## src/fetch_pkg.sv

```systemverilog
package fetch_pkg;

  // byte address and instruction word
  typedef logic [31:0] addr_t;
  typedef logic [31:0] inst_t;

  // one row of an instruction bank
  typedef logic [63:0] dword_t;

  typedef logic [31:0] count_t;

  // doubleword read request from the fetch unit
  typedef struct packed {
    logic  valid;
    addr_t addr;
  } fetch_req_t;

  // read data returned by a bank
  typedef struct packed {
    logic   valid;
    dword_t data;
  } fetch_rsp_t;

  // program load, one 32-bit word per request
  typedef struct packed {
    logic  valid;
    addr_t addr;
    inst_t data;
  } load_req_t;

  // where the current fetch spends its time
  typedef enum logic [1:0] {
    perf_idle,
    perf_wait_mem,
    perf_wait_down
  } perf_state_t;

  // ebreak stops the core
  localparam inst_t EBREAK_INST = 32'h0010_0073;

endpackage

```

## src/bank_router.sv

```systemverilog
`timescale 1ns/1ps

module bank_router
  import fetch_pkg::*;
#(
  parameter int NUM_BANKS  = 2,
  parameter int BANK_DEPTH = 64
) (
  input  fetch_req_t                    req,
  output logic                          arready,
  input  load_req_t                     load,
  output logic [NUM_BANKS-1:0]          bank_rd,
  input  logic [NUM_BANKS-1:0]          bank_ready,
  output logic [$clog2(BANK_DEPTH)-1:0] bank_row,
  output logic [NUM_BANKS-1:0]          bank_wr,
  output inst_t                         wr_data,
  output logic                          wr_hi
);

  // at least two banks, both counts powers of two
  localparam int BANK_W = $clog2(NUM_BANKS);
  localparam int ROW_W  = $clog2(BANK_DEPTH);

  logic [BANK_W-1:0] rd_bank;
  logic [BANK_W-1:0] ld_bank;
  logic [ROW_W-1:0]  rd_row;
  logic [ROW_W-1:0]  ld_row;

  // bits [2:0] pick the byte inside a doubleword
  assign rd_bank = req.addr[3 +: BANK_W];
  assign ld_bank = load.addr[3 +: BANK_W];
  assign rd_row  = req.addr[3 + BANK_W +: ROW_W];
  assign ld_row  = load.addr[3 + BANK_W +: ROW_W];

  // one row bus for all banks, so a load holds reads off
  always_comb begin
    bank_rd = '0;
    bank_wr = '0;
    if (load.valid) begin
      bank_wr[ld_bank] = 1'b1;
    end else if (req.valid) begin
      bank_rd[rd_bank] = 1'b1;
    end
  end

  assign arready  = !load.valid && bank_ready[rd_bank];
  assign bank_row = load.valid ? ld_row : rd_row;

  assign wr_data = load.data;
  assign wr_hi   = load.addr[2];

  always_comb begin
    a_rd_onehot: assert final ($onehot0(bank_rd))
      else $error("more than one bank read at once");
  end

endmodule

```

## config.mk

```make
export PLATFORM = sky130hd
export DESIGN_NAME = bank_router
export DESIGN_NICKNAME = d
export VERILOG_FILES = /design/src/fetch_pkg.sv /design/src/bank_router.sv
export SDC_FILE = /design/constraint.sdc
export NUM_CORES = 1
export LEC_CHECK = 0
export ABC_CLOCK_PERIOD_IN_PS = 1400
export BUFFER_PORTS_ARGS = -buffer_cell sky130_fd_sc_hd__buf_2
export CAP_MARGIN = 20
export CORE_MARGIN = 8
export CORE_UTILIZATION = 18
export DETAILED_ROUTE_END_ITERATION = 10
export PLACE_DENSITY_LB_ADDON = 0.25
export SYNTH_ARGS = -nofsm -noshare
export SYNTH_HDL_FRONTEND = slang
export SYNTH_SLANG_ARGS = --single-unit
```

## constraint.sdc

```tcl
create_clock -name vclk -period 1.4
set_input_delay 0.14 -clock vclk [all_inputs]
set_output_delay 0.14 -clock vclk [all_outputs]
set_load 0.05 [all_outputs]
```

# Word level (Yosys, flattened, before mapping)
# Index checks and enable logic that the tools add are counted.
# totals
ff_bits	0
in_bits	100
out_inout_bits	44
elab_cells	18
# classes
order_cmp	4
n_mux	10
n_reduce_logical	4
# op_table
op	n
2-to-1 mux 2 bit	3
2-to-1 mux 6 bit	1
less-than comparator 1 x 2 -> 1 bit, second input constant	2
2-to-1 mux 1 bit	4
logical AND 1 bit	3
demux 1 bit (select 1 bit)	2
>= comparator 1 bit, second input constant	2
zero test 1 bit	1

# Logic depth before layout (Yosys ltp)
# Gate-level depths: netlist (run 1).
# logic_depth
word_depth	6
depth_mapped	2
ltp_nobuf	2

# Worst setup path before layout (run 1)
# OpenSTA, ideal clock, no wires.
# synth_timing
kind	in2out
startpoint	input port load[64] in the netlist's numbering
endpoint	output port bank_rd[0]
arrival_ns	1.435
t_required_ns	1.260
slack_ns	-0.175
path_stages	2
path_buffers	1
cell_sequence	buf_6 nor3b_1
# synth_via
elab_chain_cells	1
# synth_lines
element	line	rtl
start: declaration	bank_router.sv:11	input load_req_t load,
2-to-1 mux 2 bit	bank_router.sv:39	if (load.valid) begin
end: declaration	bank_router.sv:12	output logic [NUM_BANKS-1:0] bank_rd,
# Every way passes these cells.

# Worst setup path after layout (run 1)
# layout_timing
startpoint	input port load[64] in the netlist's numbering
endpoint	output port bank_row[0]
# layout_via
elab_chain_cells	1
# layout_lines
element	line	rtl
2-to-1 mux 6 bit	bank_router.sv:47	assign bank_row = load.valid ? ld_row : rd_row;
end: declaration	bank_router.sv:14	output logic [$clog2(BANK_DEPTH)-1:0] bank_row,
# Every way passes these cells.

==> summary.txt, run 1 <==
Logic synthesis
  – Gate Count Post-Synth: 46
  – Synth Net Count: 146
  – Seq/Total Area, Yosys: 0%
  – Most frequent cell after synthesis: buf_4
  – Cell taking the most area after synthesis: buf_4
  – Ranking of synthesized cells by area: buf_4 64%, mux2_4 19%, buf_6 2.9%
  – Yosys top cell area share: 63.67%
  – Yosys cell types: 10
  – Most common library cells after synthesis: 33 x buf_4, 5 x mux2_4
  – Post-Syn Area: 389.1 sq um
  – Synth warnings: 0
  – Syn_area_per_cell: 8.459 sq um

Placement
  – Final GP Congestion: 0.6186
  – # placed instances: 69
  – Port Buffers: 29

Floorplan
  – Core Footprint: 0.002127 sq mm
  – Starting Density: 18.29%
  – I/O Pins: 144
  – FP Rows: 17
  – Die Y-Extent: 62.50 microns
  – Die footprint: 0.003906 sq mm
  – Die W: 62.50 microns

Global routing
  – Grt met3 use: 5.018%
  – Gr usage total: 3.943%
  – Initial antenna violation count: 0
  – Most used routing layer: met2
  – Global Route met1 Usage: 3.756%
  – First-pass GRT wire length: 1338 microns
  – Global route overflow: 0
  – Vias in the first global route: 324
  – Largest net degree at the start of global routing: 12
  – Met2 Use GR: 5.175%

Detailed routing
  – Post-DRT Antenna Nets: 0
  – Vias per cell: 3.522
  – DR WL/cell: 12.83 microns
  – Via Count: 243
  – Drt initial violations: 7
  – Total iterations of the first detailed-routing run: 2
  – Final WL: 885 microns
  – Post-route DRC violation count: 0

Clock tree
  – Total setup buffers inserted after CTS: 0
  – Post-CTS Resized: 0
  – Hold_buf cts: 0

Worst setup path
  – CP max stage cell: mux2_2
  – WS Path Type: in -> out
  – Cells along the critical path: buf_2 -> mux2_2 -> buf_2
  – Crit. path cell count: 3
  – Worst Path Required: 1.26 ns
  – Crit-path most repeated cell: buf_2
  – CP Capture Type: output pin
  – Worst path max stage delay: 0.37 ns
  – Delay-heaviest family, CP: buffers and inverters
  – CP startpoint: load[64]
  – Crit path DAT: 0.96 ns
  – Worst setup path end: bank_row[0]
  – CP bufs+invs: 2
  – Crit start category: input port
  – Crit path max fanout: 11

STA
  – TNS Setup: 0 ns
  – Relative slew slack: 82.92%
  – Final Hold Viols: 0
  – RSZ-0062 raised after global routing: false
  – Period utilisation layout: 78.49%
  – Slew Limit Fails: 0
  – Fmax: 0.9100 GHz
  – Hold slack: 0.2800 ns
  – Minimum clock period: 1.099 ns
  – Slew @ Worst Pin: 0.2563 ns
  – Final setup fails: 0

Cells and area
  – Layout cell share with drive strength beyond 1: 90.24%
  – Util after Layout: 14.82%
  – Layout clock buffers: 0
  – Reg area: 0 sq um
  – # diodes: 0
  – Seq_cells: 0
  – Area grow syn2layout: -18.97%
  – Fillers: 260
  – Nets: 143
  – Non-filler cells, final: 69

Power and ir drop
  – Max IR drop VDD: 146.6 uV
  – Clk pwr share: 0%
  – Combinational power share: 100.0%
  – PD cells: 498.3 mW/mm^2
  – Switching portion of total power: 64.75%
  – Seq pwr share: 0%
  – Lkg Pwr: 0.1864 nW
  – Internal power: 0.05538 mW
  – Sw power: 0.1017 mW

Status
  – Status: finished clean

Flow run
  – Maximum Capacitance Violations: 0

Min path
  – Min-delay worst type: in -> out
[metal layers]
metal	up-vias	routed length, microns
li1	103	-
met1	94	321
met2	44	306
met3	2	253
met4	0	5
met5	-	0
[worst min path at each step]
stage,slack [ns],startpoint,cells past startpoint,endpoint
global placement,0.28,load[0],0,wr_data[0]
finish,0.28,load[21],0,wr_data[21]
detailed placement,0.28,load[0],0,wr_data[0]
global route,0.28,load[9],0,wr_data[9]
floorplan,0.38,req[3],1,bank_rd[0]
CTS,0.28,load[0],0,wr_data[0]
[through the flow]
stage / total power [mW] / area (sq um) / setup slack, ns
2_1_floorplan: 0.3682 / 394.1 / 0.2681
3_3_place_gp: 0.1591 / 315.3 / 0.2823
3_5_place_dp: 0.1595 / 315.3 / 0.2756
4_1_cts: 0.1599 / 315.3 / 0.2744
5_1_grt: 0.1662 / 315.3 / 0.2559
6_report: 0.1571 / 315.3 / 0.3011
[logic make-up (layout without fill, tap and decap cells)]
group	count (synthesis)	count (layout)	synth area share, %
multiplexers	7	7	24.76
AND/OR/NAND/NOR	5	5	8.684
buffers and inverters	34	29	66.56
[power by group through the flow]
stage	Sequential [mW]	Clock [mW]	Combinational, mW
3_5_place_dp	0	0	0.159
2_1_floorplan	0	0	0.368
3_3_place_gp	0	0	0.159
4_1_cts	0	0	0.160
6_report	0	0	0.157
5_1_grt	0	0	0.166
[layout make-up]
type                            count  area [sq um]  area share (%)
Timing Repair Buffer               29         145.1           46.03
Multi-Input combinational cell     12         135.1           42.86
Tap cell                           28         35.03           11.11
[cell usage in the layout, fill, tap and decap left out]
cell type and instances:
buf_2 29, mux2_4 5, nor3b_2 1, mux2i_1 1, nor2_1 1, mux2_2 1, nor2b_1 1, and2_1 1
and3b_2 1
(Power assumes the default switching activity.)
==> inputs of run 2 (changes only) <==
- ABC_CLOCK_PERIOD_IN_PS: 1400 -> 1000
- CORE_UTILIZATION: 18 -> 15
- clock period: 1.4 -> 1 ns (I/O delays scaled with it)
==> summary.txt, run 2 (synthesis gave the netlist of run 1 again) <==
Worst setup path
  – CP startpoint: load[64]
  – Worst setup path end: bank_row[0]
  – Crit path max fanout: 10 (-1)
  – Worst Path Required: 0.90 ns (-0.36 ns)
  – WS Path Type: in -> out
  – CP Capture Type: output pin
  – Crit start category: input port
  – Crit path DAT: 0.83 ns (-0.13 ns)

Placement
  – Placed inst area: 327.8 sq um (+4.0%)
  – Port Buffers: 29 (unchanged)
  – Final GP Congestion: 0.6870 (+11%)
  – # placed instances: 72 (+4.3%)
  – Post-placement worst setup slack: -0.06486 ns (-0.3404 ns)
  – DPL Wire Length: 1056 microns

Detailed routing
  – DR WL/cell: 15.76 microns (+23%)
  – Met3 routed WL: 338 microns (+34%)
  – Metal2 WL: 482 microns (+58%)
  – Via Count: 254 (+4.5%)
  – Total iterations of the first detailed-routing run: 4 (+2)
  – WL met1: 311 microns (-3.1%)
  – Post-route DRC violation count: 0 (unchanged)
  – Vias per cell: 3.528 (+0.17%)
  – Post-DRT Antenna Nets: 0 (unchanged)
  – Drt initial violations: 4 (-3)
  – Top sig layer: met4
  – Final WL: 1135 microns (+28%)

Floorplan
  – Die W: 66.93 microns (+7.1%)
  – Core Footprint: 0.002477 sq mm (+16%)
  – FP Rows: 18 (+1)
  – Die Y-Extent: 66.93 microns (+7.1%)
  – Die footprint: 0.004480 sq mm (+15%)
  – I/O Pins: 144 (unchanged)
  – Starting Density: 15.71% (-2.6 points)

Global routing
  – Vias in the first global route: 230 (-29%)
  – First-pass GRT wire length: 1359 microns (+1.6%)
  – Initial antenna violation count: 0 (unchanged)
  – Global route overflow: 0 (unchanged)
  – Largest net degree at the start of global routing: 11 (-1)
  – Gr usage total: 3.756% (-0.19 points)

Cells and area
  – Nets: 144 (+0.70%)
  – Layout clock buffers: 0 (unchanged)
  – Post-route cell area: 330.3 sq um (+4.8%)
  – Layout cell share with drive strength beyond 1: 92.86% (+2.6 points)
  – Commonest non-fill, non-tap cell in the layout: buf_2
  – Reg area: 0 sq um (unchanged)
  – Commonest non-fill, non-tap cells in the layout: 28 x buf_2, 5 x mux2_4, 2 x buf_4
  – Util after Layout: 13.33% (-1.5 points)
  – Area grow syn2layout: -15.11%
  – Non-filler cells, final: 72 (+4.3%)
  – # diodes: 0 (unchanged)
  – Seq_cells: 0 (unchanged)

STA
  – Period utilisation layout: 93.20%
  – Relative slew slack: 82.02% (-0.90 points)
  – RSZ-0062 raised after global routing: false
  – Slew Limit Fails: 0 (unchanged)
  – Fmax: 1.073 GHz
  – TNS Setup: 0 ns (unchanged)
  – Post-route setup slack: 0.06799 ns (-0.2331 ns)
  – Minimum clock period: 0.9320 ns
  – Final setup fails: 0 (unchanged)
  – Slew @ Worst Pin: 0.2716 ns (+0.01539 ns)
  – Final Hold Viols: 0 (unchanged)
  – Hold slack: 0.2000 ns (-0.08000 ns)

Power and ir drop
  – Total chip power: 0.2267 mW (+44%)
  – Max IR drop VDD: 172.6 uV (+18%)
  – Lkg Pwr: 0.1931 nW (+3.6%)
  – PD cells: 686.2 mW/mm^2 (+38%)

Clock tree
  – Total setup buffers inserted after CTS: 0 (unchanged)

Min path
  – Min-delay worst type: in -> out

Status
  – Status: finished clean

Flow run
  – Maximum Capacitance Violations: 0 (unchanged)
run 2: cell types whose count changed in the layout (fill, tap and decap cells not counted):
| cell | change |
|---|---|
| buf_4 | +2 |
| buf_2 | -1 |
| nor2b_1 | -1 |
| nor2b_2 | +1 |
run 2: report_power, final:
group,internal (mW),total (mW),leakage (nW),switching (mW)
Sequential,0,0,0,0
Clock,0,0,0,0
Combinational,0.0817,0.227,0.193,0.145
Total,0.0817,0.227,0.193,0.145
run 2: worst min-delay path by stage:
| stage | end | depth (start not counted) | slack, ns | startpoint |
|---|---|---|---|---|
| 4_1_cts | wr_data[11] | 0 | 0.20 | load[11] |
| 3_5_place_dp | wr_data[11] | 0 | 0.20 | load[11] |
| 3_3_place_gp | wr_data[11] | 0 | 0.20 | load[11] |
| 6_report | wr_data[21] | 0 | 0.20 | load[21] |
| 5_1_grt | wr_data[28] | 0 | 0.20 | load[28] |
| 2_1_floorplan | bank_wr[0] | 1 | 0.30 | load[35] |
run 2: area by class of cell:
| type | count | area [sq um] |
|---|---|---|
| tap | 30 | 37.54 |
| timing repair buffer | 30 | 155.1 |
| fill | 291 | 2147 |
| multi-input combinational | 12 | 137.6 |
run 2: metal layers:
layer  up-vias  global-route usage [%]
li1        105                       -
met1       114                   3.116
met2        33                   5.735
met3         2                   4.530
met4         0                  0.7833
met5         -                       0
run 2: timing repair:
item                                   4_1_cts  5_1_grt
setup endpoints to repair                    7        0
hold buffers                                 0        0
gates resized for setup                      1        0
endpoints found under the hold margin        0        0
run 2: critical path, stage by stage:
cell and delay [ns]:
buf_4 0.18, mux2_2 0.34, buf_2 0.21
==> inputs of run 3 (changes only) <==
- CORE_MARGIN: 8 -> 4
==> summary.txt, run 3 (synthesis gave the netlist of run 1 again) <==
Global routing
  – First-pass GRT wire length: 1311 microns (-3.5%)
  – Global Route met1 Usage: 4.063% (+0.95 points)
  – Grt met3 use: 5.263% (+0.73 points)
  – Vias in the first global route: 243 (+5.7%)
  – Initial antenna violation count: 0 (unchanged)
  – Global route overflow: 0 (unchanged)
  – Largest net degree at the start of global routing: 10 (-1)
  – Gr usage total: 4.674% (+0.92 points)
  – Met2 Use GR: 7.098% (+1.4 points)
  – Most used routing layer: met2

STA
  – Fmax: 1.066 GHz (-0.69%)
  – RSZ-0062 raised after global routing: false
  – Slew @ Worst Pin: 0.2517 ns (-0.01994 ns)
  – Relative slew slack: 83.34% (+1.3 points)
  – Slew Limit Fails: 0 (unchanged)
  – Final Hold Viols: 0 (unchanged)
  – Minimum clock period: 0.9385 ns (+0.006488 ns)
  – Final setup fails: 0 (unchanged)
  – Period utilisation layout: 93.85% (+0.65 points)
  – TNS Setup: 0 ns (unchanged)

Status
  – Status: finished clean

Worst setup path
  – Delay-heaviest family, CP: buffers and inverters
  – CP max stage cell: buf_2
  – Crit start category: input port
  – Crit. path cell count: 4 (+1)
  – CP Capture Type: output pin
  – Worst path max stage delay: 0.28 ns (-0.06 ns)
  – WS Path Type: in -> out
  – Crit path max fanout: 9 (-1)
  – CP bufs+invs: 3 (+1)
  – Cells along the critical path: buf_4 -> buf_4 -> nor3b_2 -> buf_2
  – Crit path DAT: 0.84 ns (about the same)
  – Crit-path most repeated cell: buf_4
  – CP startpoint: load[64]
  – Worst Path Required: 0.90 ns (about the same)

Detailed routing
  – Total iterations of the first detailed-routing run: 2 (-2)
  – Via Count: 254 (unchanged)
  – Post-DRT Antenna Nets: 0 (unchanged)
  – Final WL: 944 microns (-17%)
  – Post-route DRC violation count: 0 (unchanged)
  – DR WL/cell: 12.93 microns (-18%)
  – Drt initial violations: 1 (-3)
  – Vias per cell: 3.479 (-1.4%)

Cells and area
  – Commonest non-fill, non-tap cells in the layout: 28 x buf_2, 5 x mux2_4, 3 x buf_4
  – # diodes: 0 (unchanged)
  – Seq_cells: 0 (unchanged)
  – Reg area: 0 sq um (unchanged)
  – Fillers: 301 (+3.4%)
  – Multi-input logic area: 137.6 sq um (unchanged)
  – Commonest non-fill, non-tap cell in the layout: buf_2
  – Nets: 145 (+0.69%)
  – Layout cell share with drive strength beyond 1: 93.02% (+0.17 points)
  – Util after Layout: 13.64% (+0.30 points)
  – Layout clock buffers: 0 (unchanged)
  – Area grow syn2layout: -13.18%

Floorplan
  – Starting Density: 15.71% (unchanged)
  – FP Rows: 18 (unchanged)
  – Die footprint: 0.003473 sq mm (-22%)
  – Core Footprint: 0.002477 sq mm (unchanged)
  – Die Y-Extent: 58.93 microns (-12%)
  – I/O Pins: 144 (unchanged)
  – Die W: 58.93 microns (-12%)

Min path
  – Hold_sp: load[12]
  – Min-delay worst type: in -> out
  – Hold depth: 0 (unchanged)

Flow run
  – Maximum Capacitance Violations: 0 (unchanged)

Placement
  – Port Buffers: 29 (unchanged)
  – Final GP Congestion: 0.5019 (-27%)

Power and ir drop
  – Max IR drop VDD: 183.3 uV (+6.2%)
  – Lkg Pwr: 0.1979 nW (+2.5%)
  – PD cells: 669.8 mW/mm^2 (-2.4%)
==> run 3: cell types whose count changed in the layout (fill, tap and decap cells not counted), sizes merged <==
| cell | delta |
|---|---|
| buf | +1 |
==> run 3: cell type report <==
class	instances	share of cell area, %
Timing Repair Buffer	31	48.15
Multi-Input combinational cell	12	40.74
Tap cell	30	11.11
==> run 3: power breakdown <==
group / total, mW / internal (mW) / switching [mW] / leakage (nW)
Clock: 0 / 0 / 0 / 0
Combinational: 0.226 / 0.0841 / 0.142 / 0.198
Sequential: 0 / 0 / 0 / 0
Total: 0.226 / 0.0841 / 0.142 / 0.198
==> run 3: final timing paths <==
| kind | end | slack, ns |
|---|---|---|
| worst min-delay path | wr_data[12] | 0.20 |
| worst max-delay path | bank_rd[0] | 0.06 |
==> run 3: repair_timing <==
item                       4_1_cts  5_1_grt
resized for setup                1        0
setup endpoints to repair        2        0
hold buffers                     0        0
buffers inserted                 0        0
==> run 3: layer usage <==
metal  routed length, microns  vias to the layer above
met5                        0                        -
met4                        6                        0
met3                      317                        4
met2                      405                       38
met1                      215                      104
li1                         -                      108
==> run 3: stage by stage <==
step | power, mW | setup slack (ns) | cells | hold WS [ns] | area [sq um]
global placement | 0.2276 | -0.006705 | 73 | 0.2003 | 335.3
floorplan | 0.5162 | -0.003915 | 46 | 0.2952 | 396.6
detailed placement | 0.2291 | -0.01320 | 73 | 0.2003 | 335.3
global route | 0.2406 | 0.02258 | 73 | 0.2001 | 337.8
CTS | 0.2305 | 0.04093 | 73 | 0.2003 | 337.8
finish | 0.2263 | 0.06150 | 73 | 0.2000 | 337.8
